## src/apu_aout_pkg.sv

```systemverilog
// Shared definitions for the audio output path
// Register map, CSR field positions and the stereo sample word

package apu_aout_pkg;

    // --------------------------------------------------
    // Widths

    localparam int W_SAMPLE   = 16;
    localparam int W_HADDR    = 16;
    localparam int W_FLEVEL   = 3;
    localparam int W_INTERVAL = 8;

    // --------------------------------------------------
    // Register map, word offsets

    localparam logic [W_HADDR-1:0] ADDR_CSR  = 16'h0000;
    localparam logic [W_HADDR-1:0] ADDR_FIFO = 16'h0004;

    // --------------------------------------------------
    // CSR field positions

    localparam int CSR_ENABLE       = 0;
    // Read-only, player state
    localparam int CSR_RUNNING      = 1;
    localparam int CSR_SIGNED       = 2;
    // Read-only, set while the FIFO can take another word
    localparam int CSR_RDY          = 3;
    localparam int CSR_FLEVEL_LSB   = 8;
    localparam int CSR_IRQLEVEL_LSB = 12;
    localparam int CSR_INTERVAL_LSB = 16;

    // --------------------------------------------------
    // Stereo sample word

    // Left channel in the upper half, right channel in the lower half
    typedef union packed {
        logic [2*W_SAMPLE-1:0] raw;
        struct packed {
            logic [W_SAMPLE-1:0] left;
            logic [W_SAMPLE-1:0] right;
        } pair;
    } aout_sample_u;

endpackage

```

## src/ahbl_aout_regs.sv

```systemverilog
`timescale 1ns/100ps

// AHB-Lite register block for the audio output path
// Control/status register, FIFO write port and FIFO level interrupt

module ahbl_aout_regs (
    input  logic                                clk_sys,
    input  logic                                rst_n_sys,

    // AHB-Lite slave port
    input  logic [apu_aout_pkg::W_HADDR-1:0]    haddr_i,
    input  logic [1:0]                          htrans_i,
    input  logic                                hwrite_i,
    input  logic [2:0]                          hsize_i,
    input  logic                                hready_i,
    input  logic [31:0]                         hwdata_i,
    output logic                                hready_resp_o,
    output logic                                hresp_o,
    output logic [31:0]                         hrdata_o,

    // Status from FIFO and player
    input  logic                                fifo_full_i,
    input  logic [apu_aout_pkg::W_FLEVEL-1:0]   fifo_level_i,
    input  logic                                running_i,

    // FIFO write port
    output logic                                fifo_push_o,
    output apu_aout_pkg::aout_sample_u          fifo_wdata_o,

    // Player control and interrupt
    output logic                                enable_o,
    output logic [apu_aout_pkg::W_INTERVAL-1:0] interval_o,
    output logic                                irq_o
);

    import apu_aout_pkg::*;

    localparam logic [2:0] HSIZE_WORD = 3'b010;

    // Captured address phase
    logic               ap_valid;
    logic               ap_write;
    logic [W_HADDR-1:0] ap_addr;

    // CSR fields
    logic                  enable_q;
    logic                  signed_q;
    logic [W_FLEVEL-1:0]   irqlevel_q;
    logic [W_INTERVAL-1:0] interval_q;
    logic                  irq_q;

    logic        wr_csr;
    logic        wr_fifo;
    logic        rd_csr;
    logic [31:0] csr_rdata;

    // --------------------------------------------------
    // Bus pipeline

    // Zero wait states and never an error
    assign hready_resp_o = 1'b1;
    assign hresp_o       = 1'b0;

    always_ff @(posedge clk_sys or negedge rst_n_sys) begin
        if (!rst_n_sys) begin
            ap_valid <= 1'b0;
            ap_write <= 1'b0;
            ap_addr  <= '0;
        end else if (hready_i) begin
            ap_valid <= htrans_i[1];
            ap_write <= hwrite_i;
            ap_addr  <= haddr_i;
        end
    end

    // Data phase decode
    assign wr_csr  = ap_valid && ap_write && (ap_addr == ADDR_CSR);
    assign wr_fifo = ap_valid && ap_write && (ap_addr == ADDR_FIFO);
    assign rd_csr  = ap_valid && !ap_write && (ap_addr == ADDR_CSR);

    // --------------------------------------------------
    // Control/status register

    always_ff @(posedge clk_sys or negedge rst_n_sys) begin
        if (!rst_n_sys) begin
            enable_q   <= 1'b0;
            signed_q   <= 1'b0;
            irqlevel_q <= '0;
            interval_q <= '0;
        end else if (wr_csr) begin
            enable_q   <= hwdata_i[CSR_ENABLE];
            signed_q   <= hwdata_i[CSR_SIGNED];
            irqlevel_q <= hwdata_i[CSR_IRQLEVEL_LSB +: W_FLEVEL];
            interval_q <= hwdata_i[CSR_INTERVAL_LSB +: W_INTERVAL];
        end
    end

    always_comb begin
        csr_rdata                                    = '0;
        csr_rdata[CSR_ENABLE]                        = enable_q;
        csr_rdata[CSR_RUNNING]                       = running_i;
        csr_rdata[CSR_SIGNED]                        = signed_q;
        csr_rdata[CSR_RDY]                           = !fifo_full_i;
        csr_rdata[CSR_FLEVEL_LSB +: W_FLEVEL]        = fifo_level_i;
        csr_rdata[CSR_IRQLEVEL_LSB +: W_FLEVEL]      = irqlevel_q;
        csr_rdata[CSR_INTERVAL_LSB +: W_INTERVAL]    = interval_q;
    end

    // FIFO offset and unmapped offsets read as zero
    assign hrdata_o = rd_csr ? csr_rdata : 32'd0;

    assign enable_o   = enable_q;
    assign interval_o = interval_q;

    // --------------------------------------------------
    // FIFO write port

    // Full FIFO drops the word inside the FIFO itself
    assign fifo_push_o = wr_fifo;

    // Two's complement to offset binary by flipping each sign bit
    always_comb begin
        fifo_wdata_o.raw = hwdata_i;
        fifo_wdata_o.pair.left[W_SAMPLE-1] =
            hwdata_i[2*W_SAMPLE-1] ^ signed_q;
        fifo_wdata_o.pair.right[W_SAMPLE-1] =
            hwdata_i[W_SAMPLE-1] ^ signed_q;
    end

    // --------------------------------------------------
    // Level interrupt

    always_ff @(posedge clk_sys or negedge rst_n_sys) begin
        if (!rst_n_sys) begin
            irq_q <= 1'b0;
        end else begin
            irq_q <= (fifo_level_i <= irqlevel_q);
        end
    end

    assign irq_o = irq_q;

    // Only word transfers are defined for this block
    a_word_size: assert property (
        @(posedge clk_sys) disable iff (!rst_n_sys)
        (htrans_i[1] && hready_i) |-> (hsize_i == HSIZE_WORD)
    );

endmodule

```

## src/aout_player.sv

```systemverilog
`timescale 1ns/100ps

// Audio sample player
// Times the sample periods, pops the FIFO and drives both PDM channels

module aout_player #(
    parameter int TICKS_PER_STEP = 16
) (
    input  logic                                clk_sys,
    input  logic                                rst_n_sys,

    input  logic                                enable_i,
    input  logic [apu_aout_pkg::W_INTERVAL-1:0] interval_i,

    input  logic                                fifo_empty_i,
    input  apu_aout_pkg::aout_sample_u          fifo_rdata_i,
    output logic                                fifo_pop_o,

    output logic                                running_o,

    output logic                                audio_l_o,
    output logic                                audio_r_o
);

    import apu_aout_pkg::*;

    localparam int W_PRESC = $clog2(TICKS_PER_STEP + 1);

    logic                  running_q;
    logic [W_PRESC-1:0]    step_cnt;
    logic [W_INTERVAL-1:0] interval_cnt;
    logic                  step_tick;
    logic                  period_end;
    aout_sample_u          hold_q;

    // --------------------------------------------------
    // Enable and period timing

    always_ff @(posedge clk_sys or negedge rst_n_sys) begin
        if (!rst_n_sys) begin
            running_q <= 1'b0;
        end else begin
            running_q <= enable_i;
        end
    end

    assign running_o = running_q;

    assign step_tick  = (step_cnt == W_PRESC'(TICKS_PER_STEP - 1));
    // >= keeps the count bounded if INTERVAL shrinks mid-period
    assign period_end = step_tick && (interval_cnt >= interval_i);

    always_ff @(posedge clk_sys or negedge rst_n_sys) begin
        if (!rst_n_sys) begin
            step_cnt     <= '0;
            interval_cnt <= '0;
        end else if (!running_q) begin
            step_cnt     <= '0;
            interval_cnt <= '0;
        end else if (step_tick) begin
            step_cnt     <= '0;
            interval_cnt <= period_end ? '0 : interval_cnt + 1'b1;
        end else begin
            step_cnt <= step_cnt + 1'b1;
        end
    end

    // --------------------------------------------------
    // Sample hold

    // Empty FIFO at period end repeats the held sample
    assign fifo_pop_o = period_end && !fifo_empty_i;

    always_ff @(posedge clk_sys or negedge rst_n_sys) begin
        if (!rst_n_sys) begin
            hold_q <= '0;
        end else if (!running_q) begin
            hold_q <= '0;
        end else if (fifo_pop_o) begin
            hold_q <= fifo_rdata_i;
        end
    end

    // --------------------------------------------------
    // Output channels

    aout_sdm_channel u_sdm_l (
        .clk_sys   (clk_sys),
        .rst_n_sys (rst_n_sys),
        .clear_i   (!running_q),
        .sample_i  (hold_q.pair.left),
        .pdm_o     (audio_l_o)
    );

    aout_sdm_channel u_sdm_r (
        .clk_sys   (clk_sys),
        .rst_n_sys (rst_n_sys),
        .clear_i   (!running_q),
        .sample_i  (hold_q.pair.right),
        .pdm_o     (audio_r_o)
    );

endmodule

```

## src/aout_sdm_channel.sv

```systemverilog
`timescale 1ns/100ps

// First-order sigma-delta modulator for one audio channel
// Accumulator carry gives a one-bit pulse-density output

module aout_sdm_channel (
    input  logic                              clk_sys,
    input  logic                              rst_n_sys,

    input  logic                              clear_i,
    input  logic [apu_aout_pkg::W_SAMPLE-1:0] sample_i,

    output logic                              pdm_o
);

    import apu_aout_pkg::*;

    logic [W_SAMPLE-1:0] acc;
    logic                pdm_q;
    logic [W_SAMPLE:0]   sum;

    // Carry out of the add is the density bit
    assign sum = {1'b0, acc} + {1'b0, sample_i};

    always_ff @(posedge clk_sys or negedge rst_n_sys) begin
        if (!rst_n_sys) begin
            acc   <= '0;
            pdm_q <= 1'b0;
        end else if (clear_i) begin
            acc   <= '0;
            pdm_q <= 1'b0;
        end else begin
            acc   <= sum[W_SAMPLE-1:0];
            pdm_q <= sum[W_SAMPLE];
        end
    end

    assign pdm_o = pdm_q;

endmodule

```

## src/apu_aout_top.sv

```systemverilog
`timescale 1ns/100ps

// Audio output path top level
// AHB-Lite register block, sample FIFO and PDM player

module apu_aout_top #(
    parameter int FIFO_DEPTH     = 4,
    parameter int TICKS_PER_STEP = 16
) (
    input  logic                             clk_sys,
    input  logic                             rst_n_sys,

    input  logic [apu_aout_pkg::W_HADDR-1:0] haddr_i,
    input  logic [1:0]                       htrans_i,
    input  logic                             hwrite_i,
    input  logic [2:0]                       hsize_i,
    input  logic                             hready_i,
    input  logic [31:0]                      hwdata_i,
    output logic                             hready_resp_o,
    output logic                             hresp_o,
    output logic [31:0]                      hrdata_o,

    output logic                             irq_o,
    output logic                             audio_l_o,
    output logic                             audio_r_o
);

    import apu_aout_pkg::*;

    logic                  fifo_push;
    aout_sample_u          fifo_wdata;
    logic                  fifo_full;
    logic                  fifo_empty;
    logic [W_FLEVEL-1:0]   fifo_level;
    logic                  fifo_pop;
    aout_sample_u          fifo_rdata;
    logic                  enable;
    logic [W_INTERVAL-1:0] interval;
    logic                  running;

    ahbl_aout_regs u_regs (
        .clk_sys       (clk_sys),
        .rst_n_sys     (rst_n_sys),
        .haddr_i       (haddr_i),
        .htrans_i      (htrans_i),
        .hwrite_i      (hwrite_i),
        .hsize_i       (hsize_i),
        .hready_i      (hready_i),
        .hwdata_i      (hwdata_i),
        .hready_resp_o (hready_resp_o),
        .hresp_o       (hresp_o),
        .hrdata_o      (hrdata_o),
        .fifo_full_i   (fifo_full),
        .fifo_level_i  (fifo_level),
        .running_i     (running),
        .fifo_push_o   (fifo_push),
        .fifo_wdata_o  (fifo_wdata),
        .enable_o      (enable),
        .interval_o    (interval),
        .irq_o         (irq_o)
    );

    sample_fifo #(
        .FIFO_DEPTH (FIFO_DEPTH)
    ) u_fifo (
        .clk_sys   (clk_sys),
        .rst_n_sys (rst_n_sys),
        .push_i    (fifo_push),
        .wdata_i   (fifo_wdata),
        .pop_i     (fifo_pop),
        .rdata_o   (fifo_rdata),
        .full_o    (fifo_full),
        .empty_o   (fifo_empty),
        .level_o   (fifo_level)
    );

    aout_player #(
        .TICKS_PER_STEP (TICKS_PER_STEP)
    ) u_player (
        .clk_sys      (clk_sys),
        .rst_n_sys    (rst_n_sys),
        .enable_i     (enable),
        .interval_i   (interval),
        .fifo_empty_i (fifo_empty),
        .fifo_rdata_i (fifo_rdata),
        .fifo_pop_o   (fifo_pop),
        .running_o    (running),
        .audio_l_o    (audio_l_o),
        .audio_r_o    (audio_r_o)
    );

endmodule

```

## src/sample_fifo.sv

```systemverilog
`timescale 1ns/100ps

// Synchronous stereo sample FIFO
// Register array with read/write pointers and a level counter

module sample_fifo #(
    parameter int FIFO_DEPTH = 4
) (
    input  logic                              clk_sys,
    input  logic                              rst_n_sys,

    input  logic                              push_i,
    input  apu_aout_pkg::aout_sample_u        wdata_i,

    input  logic                              pop_i,
    output apu_aout_pkg::aout_sample_u        rdata_o,

    output logic                              full_o,
    output logic                              empty_o,
    output logic [apu_aout_pkg::W_FLEVEL-1:0] level_o
);

    import apu_aout_pkg::*;

    // Depth is a power of two so the pointers wrap on their own
    localparam int W_PTR = $clog2(FIFO_DEPTH);

    aout_sample_u        mem [FIFO_DEPTH];
    logic [W_PTR-1:0]    wr_ptr;
    logic [W_PTR-1:0]    rd_ptr;
    logic [W_FLEVEL-1:0] level;
    logic                do_push;
    logic                do_pop;

    assign full_o  = (level == W_FLEVEL'(FIFO_DEPTH));
    assign empty_o = (level == '0);
    assign level_o = level;

    // Push while full and pop while empty are ignored
    assign do_push = push_i && !full_o;
    assign do_pop  = pop_i && !empty_o;

    always_ff @(posedge clk_sys) begin
        if (do_push) begin
            mem[wr_ptr] <= wdata_i;
        end
    end

    assign rdata_o = mem[rd_ptr];

    always_ff @(posedge clk_sys or negedge rst_n_sys) begin
        if (!rst_n_sys) begin
            wr_ptr <= '0;
            rd_ptr <= '0;
            level  <= '0;
        end else begin
            if (do_push) begin
                wr_ptr <= wr_ptr + 1'b1;
            end
            if (do_pop) begin
                rd_ptr <= rd_ptr + 1'b1;
            end
            if (do_push && !do_pop) begin
                level <= level + 1'b1;
            end else if (do_pop && !do_push) begin
                level <= level - 1'b1;
            end
        end
    end

    a_level_bound: assert property (
        @(posedge clk_sys) disable iff (!rst_n_sys)
        level <= W_FLEVEL'(FIFO_DEPTH)
    );

    // Player must check empty before it pops
    a_no_pop_empty: assert property (
        @(posedge clk_sys) disable iff (!rst_n_sys)
        pop_i |-> !empty_o
    );

endmodule

```

## config.mk

```make
export PLATFORM = sky130hd
export DESIGN_NAME = apu_aout_top
export DESIGN_NICKNAME = d
export VERILOG_FILES = /design/src/apu_aout_pkg.sv /design/src/ahbl_aout_regs.sv /design/src/aout_player.sv /design/src/aout_sdm_channel.sv /design/src/apu_aout_top.sv /design/src/sample_fifo.sv
export SDC_FILE = /design/constraint.sdc
export NUM_CORES = 1
export LEC_CHECK = 0
export BUFFER_PORTS_ARGS = -buffer_cell sky130_fd_sc_hd__buf_2
export CORE_MARGIN = 2
export CORE_UTILIZATION = 30
export CTS_CLUSTER_DIAMETER = 30
export DETAILED_ROUTE_END_ITERATION = 12
export GPL_ROUTABILITY_DRIVEN = 0
export PLACE_DENSITY = 0.46
export SLEW_MARGIN = 20
export SYNTH_ARGS = -nofsm -noshare
export SYNTH_HDL_FRONTEND = slang
export SYNTH_SLANG_ARGS = --single-unit
```

## constraint.sdc

```tcl
create_clock -name clk_sys -period 3.2 [get_ports clk_sys]
set_input_delay 0.32 -clock clk_sys [delete_from_list [all_inputs] [get_ports clk_sys]]
set_output_delay 0.32 -clock clk_sys [all_outputs]
set_load 0.03 [all_outputs]
```

## Yosys cells after proc, flatten, opt, wreduce, memory -nomap -nowiden

Memories as Yosys holds them, arrays and structs flattened.
Cells that the tools add are included.
Widths: inputs -> output; s select.

- Bits in registers: 119
- Bits in writable memories: 128
- Input port bits: 57
- Output and inout port bits: 37
- Logic and storage cells: 72
- Memories kept: 1

- $add $sub $neg: 8
- Order comparisons: 2
- Eq/ne operators: 5
- Muxes and demuxes: 16
- Bitwise operators: 2
- Reduce and logical (&&, ||, !) cells: 19

Memory list:

| memory | depth | bits a word | read ports | clocked after memory_dff | write ports | RTL line | RTL |
|---|---|---|---|---|---|---|---|
| u_fifo.mem | 4 | 32 | 1 | 0 | 1 | sample_fifo.sv:28 | `aout_sample_u mem [FIFO_DEPTH];` |

Operators with widths:

| kind | number |
|---|---|
| $mux 32 | 2 |
| $add 16x16->17 | 2 |
| $mux 16 | 2 |
| $mux 24 | 1 |
| $mux 8 | 3 |
| $eq 16x3->1 const B | 1 |
| $logic_not 16->1 | 1 |
| $logic_and 1x1->1 | 11 |
| $mux 5 | 2 |
| $add 8x1->8 const B | 1 |
| $ge 8x8->1 | 1 |
| $mux 3 | 2 |
| $add 5x1->5 const B | 1 |
| $eq 5x4->1 const B | 1 |
| $logic_not 1->1 | 5 |
| $add 2x1->2 const B | 2 |
| $mux 1 | 4 |
| $ne 2x2->1 const B | 2 |
| $add 3x1->3 const B | 1 |
| $eq 3x3->1 const B | 1 |
| $le 3x3->1 | 1 |
| $logic_not 3->1 | 1 |
| $sub 3x1->3 const B | 1 |
| $reduce_bool 2->1 | 1 |
| $xor 1x1->1 | 2 |

## Longest topological paths before layout

- Word-level depth: 7
- Depth in mapped cells: 14
- Depth with buffers taken out: 12

## Hierarchy

From an unflattened synthesis, not the netlist that was laid out.

- Cell total of the unflattened synthesis: 874
- Area total of the unflattened synthesis: 11837.6 um^2

By module, submodules not included:

| module | instances | cells each | area each (um^2) | seq. area each (um^2) |
|---|---|---|---|---|
| sample_fifo | 1 | 204 | 5094.9 | 4018.9 |
| aout_sdm_channel | 2 | 135 | 1234.9 | 425.4 |
| aout_player | 1 | 237 | 2324.7 | 1151.1 |
| ahbl_aout_regs | 1 | 163 | 1948.1 | 800.8 |

## Worst setup path after synthesis

OpenSTA, ideal clock, no wires.

- Path type: register to register
- From: register u_player.interval_cnt[0]
- To: register u_fifo.level[2], in the netlist u_fifo.level_o[2]
- Library setup time: 79 ps
- Arrival: 2644 ps
- Data required time: 3121 ps
- Setup slack: 477 ps
- Cell stages (with the launch flop): 15
- Buffers on the path: 2
- Clock period less this slack: 2723 ps
- Cells stage by stage: dfrtp_1 > inv_1 > ha_1 > nand2b_1 > a21oi_1 > o21ai_1 > a21oi_1 > buf_2 > buf_2 > ha_1 > inv_1 > fa_1 > xor2_1 > nor2_1 > xor2_1

- Cells in the longest elaborated chain, start to end: 7
- Elaborated cells between the ends (all ways): 9
- Classes of those cells: 1 x order compare; 1 x mux; 7 x reduce/logical

RTL lines:

| item | RTL line | RTL |
|---|---|---|
| from (decl) | aout_player.sv:31 | `logic [W_INTERVAL-1:0] interval_cnt;` |
| from (signal assigned) | aout_player.sv:62 | `interval_cnt <= period_end ? '0 : interval_cnt + 1'b1;` |
| $ge 8x8->1 * | aout_player.sv:51 | `assign period_end = step_tick && (interval_cnt >= interval_i);` |
| $logic_and 1x1->1 * | aout_player.sv:51 |  |
| $logic_and 1x1->1 * | aout_player.sv:72 | `assign fifo_pop_o = period_end && !fifo_empty_i;` |
| $logic_and 1x1->1 * | sample_fifo.sv:41 | `assign do_pop = pop_i && !empty_o;` |
| $logic_not 1->1 | sample_fifo.sv:63 | `if (do_push && !do_pop) begin` |
| $logic_and 1x1->1 | sample_fifo.sv:63 |  |
| $mux 3 or $reduce_bool 2->1 (tied branches) | n/a |  |
| to (signal assigned) | sample_fifo.sv:64 | `level <= level + 1'b1;` |
| to (signal assigned) | sample_fifo.sv:66 | `level <= level - 1'b1;` |
| to (signal assigned) | sample_fifo.sv:73 | `level <= W_FLEVEL'(FIFO_DEPTH)` |
| to (decl) | sample_fifo.sv:31 | `logic [W_FLEVEL-1:0] level;` |

Mark *: on every way between the ends. The rest lies on a longest branch, timed or not.
A chain may end at the register's enable or synchronous reset.

## Worst setup path after layout

- From: register u_regs.ap_addr[5]
- To: output port hrdata_o[0]

- Cells in the longest elaborated chain, start to end: 3

RTL lines:

| item | RTL line | RTL |
|---|---|---|
| from (decl) | ahbl_aout_regs.sv:43 | `logic [W_HADDR-1:0] ap_addr;` |
| from (signal assigned) | ahbl_aout_regs.sv:72 | `ap_addr <= haddr_i;` |
| $logic_not 16->1 | ahbl_aout_regs.sv:79 | `assign rd_csr = ap_valid && !ap_write && (ap_addr == ADDR_CSR);` |
| $logic_and 1x1->1 | ahbl_aout_regs.sv:79 |  |
| $mux 24 | ahbl_aout_regs.sv:110 | `assign hrdata_o = rd_csr ? csr_rdata : 32'd0;` |
| to (decl) | apu_aout_top.sv:21 | `output logic [31:0] hrdata_o,` |

No other way between the ends.

==> metrics.log <==
INFO  metric leakage = 6.03 nW
INFO  metric dr.pass1.iters = 4
INFO  metric synth_enable_flop_cells = 128
INFO  metric final_cells = 1,519
INFO  metric clk_pin_slew_worst_paths = 0.05 ns
INFO  metric cts_tree = done
INFO  metric global_route_wire_length_before_repair = 40.0 mm
INFO  metric postLayoutCoreUtil = 39.0%
INFO  metric route.vias.total = 7,055
INFO  metric cts-buffers-inserted = 55
INFO  metric hold_viol = 0
INFO  metric timing.critical_path.required = 2.88 ns
INFO  metric setup_slack = 0.262 ns
INFO  metric worst_path_max_delay_cell = nor4b_1
INFO  metric min_hold_slack = 0.0260 ns
INFO  metric rr_endpoint = u_fifo.level_o[1]
INFO  metric cpPeakStageDelay = 0.49 ns
INFO  metric hp-class = input pin to flop
INFO  metric timing.critical_path.from_type = flop
INFO  metric num_io_pins = 94
INFO  metric antenna-diode-count = 0
INFO  metric routed_metal_1_wirelength = 11.9 mm
INFO  metric total_of_flip_flops_plus_latches_after_synthesis = 247
INFO  metric chipWidth = 198 um
INFO  metric hold_path_startpoint = hwdata_i[18]
INFO  metric place_ws = 0.529 ns
INFO  metric achievable-frequency = 0.340 GHz
INFO  metric setup_violations = 0
INFO  metric pin_count_of_the_biggest_net_entering_global_routing = 67
INFO  metric ys_seq_area_share = 60.5%
INFO  metric critical_path_buf_inv_count = 2
INFO  metric crit_path_end_kind = primary output
INFO  metric synth.yosys.warnings = 0
INFO  metric max-slew-margin-rel = 46.8%
INFO  metric drive_gt1_share = 24.0%
INFO  metric buffers_added_on_ports = 73
INFO  metric post_synth_instance_area = 11,300 um2
INFO  metric setup_total_negative_slack = 0 ns
INFO  metric timing.hold.worst_endpoint = u_fifo.mem[2][18]
INFO  metric core = 37,300 um2
INFO  metric finalWirelength = 24.4 mm
INFO  metric fin_worst_skew = 0.0162 ns
INFO  metric via_count_of_the_first_global_routing_pass = 7,351
INFO  metric antenna_left = 0
INFO  metric maxSlewViolCount = 0
INFO  metric signed_area_change_from_the_synthesized_netlist_to_the_final_layout = 29.0%
INFO  metric maximum_buffer_depth_of_the_clock_tree = 3
INFO  metric clk-insertion-delay-late = 0.56 ns
INFO  metric clk_root_buffer_cell = clkbuf_16
INFO  metric critical_path.cell_chain = nor4b_1 > nand4_1 > nor3_2 > buf_4 > and2_1 > buf_2
INFO  metric ys_dominant_reg_cell = edfxtp_1
INFO  metric yosys.cell_types.count = 50
INFO  metric post_synth.cell_area_avg = 13.2 um2
INFO  metric routed-wl-met2 = 11.0 mm
INFO  metric place.detailed.hpwl = 15.2 mm
INFO  metric vdd.ir_drop.worst = 0.401 mV
INFO  metric synth_async_sr_flop_share = 48.2%
INFO  metric placementRows = 71
INFO  metric most-common-layout-cells = edfxtp_1 (128), dfrtp_1 (117), nand2_1 (77)
INFO  metric critical_path_peak_fanout = 5
INFO  metric timing_worst_setup_path_type = flop to primary output
INFO  metric rsz_0062_raised_after_global_routing = no
INFO  metric grtUsageTotal = 13.1%
INFO  metric drt_iter0_drc = 375
INFO  metric crit_cells = 6
INFO  metric critical_path.top_delay_family = simple AND/OR/NAND/NOR gates
INFO  metric die_height = 198 um
INFO  metric drcViolationCount = 0
INFO  metric status = completed
INFO  metric worst-r2r-cell-count = 9
INFO  metric top_layer = met4
INFO  metric number_of_antenna_violations_at_the_first_check_in_global_routing = 0
INFO  metric cts.htree.levels = 2
INFO  metric dr_wl_met3 = 965 um
INFO  metric initial_standard_cell_utilization_of_the_core = 30.2%
INFO  metric grt_overflow_total = 0
INFO  metric worstSetupStartpoint = u_regs.ap_addr[5]
INFO  metric placedCellCount = 1,376
INFO  metric net_count_final = 1,108
INFO  metric holdPathStages = 1
INFO  metric worst_pin_slew = 0.791 ns
INFO  metric setup.reg_to_reg.worst_slack = 0.52 ns
INFO  metric rr_startpoint = u_player.step_cnt[0]
INFO  metric cts_setup_buffers = 0
INFO  metric route.detailed.vias_per_inst = 4.64
INFO  metric drt-wirelength-per-cell = 16.1 um
INFO  metric cts_sinks = 247
INFO  metric mostFrequentLayoutCell = edfxtp_1
INFO  metric synth_cells = 851
INFO  metric final_min_period_over_clock_period = 91.8%
INFO  metric worstPathArrival = 2.62 ns
INFO  metric design.die.area = 39,100 um2
INFO  metric timing.final.crit_period = 2.94 ns
INFO  metric powerDensity = 645 nW/um2
INFO  metric max_cap_viol_count = 0
-- per-layer routing --
metal	global-route usage, %	up-vias
li1	-	3422
met1	18.3	3461
met2	19.8	123
met3	2.84	49
met4	4.93	0
met5	0	-
-- report_power, final --
part	internal, W	total (W)	leakage [nW]	switching, W
clock	0.00400	0.00580	0.928	0.00180
sequential	0.00338	0.00340	2.72	0.0000221
combinational	0.0000805	0.000187	2.39	0.000106
total	0.00746	0.00939	6.03	0.00193
-- synthesized netlist by cell type, types with 3 or more instances --
cell type / count / area (um2)
o22ai_1: 5 / 31.3
clkbuf_1: 22 / 82.6
mux4_2: 32 / 721
a21boi_0: 3 / 22.5
buf_4: 16 / 120
mux2_2: 22 / 248
o31ai_1: 7 / 52.6
nand4_1: 7 / 43.8
or2_2: 3 / 18.8
and2_1: 43 / 269
xnor2_1: 18 / 158
dfrtp_1: 119 / 2980
buf_2: 10 / 50.1
nand2_1: 77 / 289
and3_1: 5 / 31.3
nor3b_1: 5 / 37.5
o21a_1: 4 / 30.0
a31oi_1: 6 / 37.5
o21ai_1: 11 / 55.1
xor2_1: 18 / 158
a21o_1: 12 / 90.1
a21oi_1: 33 / 165
nor4_1: 14 / 87.6
nor2b_1: 4 / 25.0
nand2b_1: 5 / 31.3
edfxtp_1: 128 / 3840
inv_1: 22 / 82.6
fa_1: 3 / 60.1
nand3_1: 45 / 225
o21ai_0: 47 / 235
nor2_1: 23 / 86.3
ha_1: 50 / 626
-- repair_timing --
item / in CTS / in global routing
hold buffers: 39 / 0
hold endpoints to repair: 137 / 0
endpoints found under the setup margin: 1 / 0
gates resized for setup: 1 / 0
-- area by class of cell --
cell class / instances / area (um2)
tap: 474 / 593
clock inverter: 40 / 505
multi-input combinational: 544 / 4160
sequential: 247 / 6820
clock buffer: 64 / 1430
timing repair buffer: 128 / 953
fill: 3565 / 22800
inverter: 22 / 82.6
-- registers in the layout, indices dropped and copies added (netlist names), 2 cells and up --
| signal | flops |
|---|---|
| u_player.interval_cnt | 8 |
| u_regs.irqlevel_q | 3 |
| u_player.u_sdm_r.acc | 16 |
| u_player.hold_q | 32 |
| u_fifo.mem | 128 |
| u_player.step_cnt | 5 |
| u_regs.ap_addr | 16 |
| u_fifo.rd_ptr | 2 |
| u_fifo.wr_ptr | 2 |
| u_player.u_sdm_l.acc | 16 |
| u_fifo.level_o | 3 |
| u_regs.interval_o | 8 |
-- metrics by stage --
stage | instance area, um2 | power (W)
after global routing | 14500 | 0.00971
after floorplan | 11300 | 0.00352
after global placement | 12200 | 0.00361
after CTS | 14500 | 0.00954
final | 14500 | 0.00939
after detailed placement | 12200 | 0.00361
-- kinds of logic after synthesis --
group,share of synthesized area [%]
flops,60.5
simple gates,10.7
compound gates,7.71
buf+inv,3.24
mux,8.87
fa+ha+maj,6.08
xor+xnor,2.80
other cells,0.0666
-- worst max path at each step --
stage	endpoint	slack [ns]
finish	hrdata_o[0]	0.26
CTS	hrdata_o[0]	0.22
global placement	u_fifo.level_o[1]	0.60
floorplan	u_fifo.level_o[2]	0.48
detailed placement	u_fifo.level_o[1]	0.53
global route	hrdata_o[0]	0.03
Note: power is estimated with default switching activity, not from simulation.
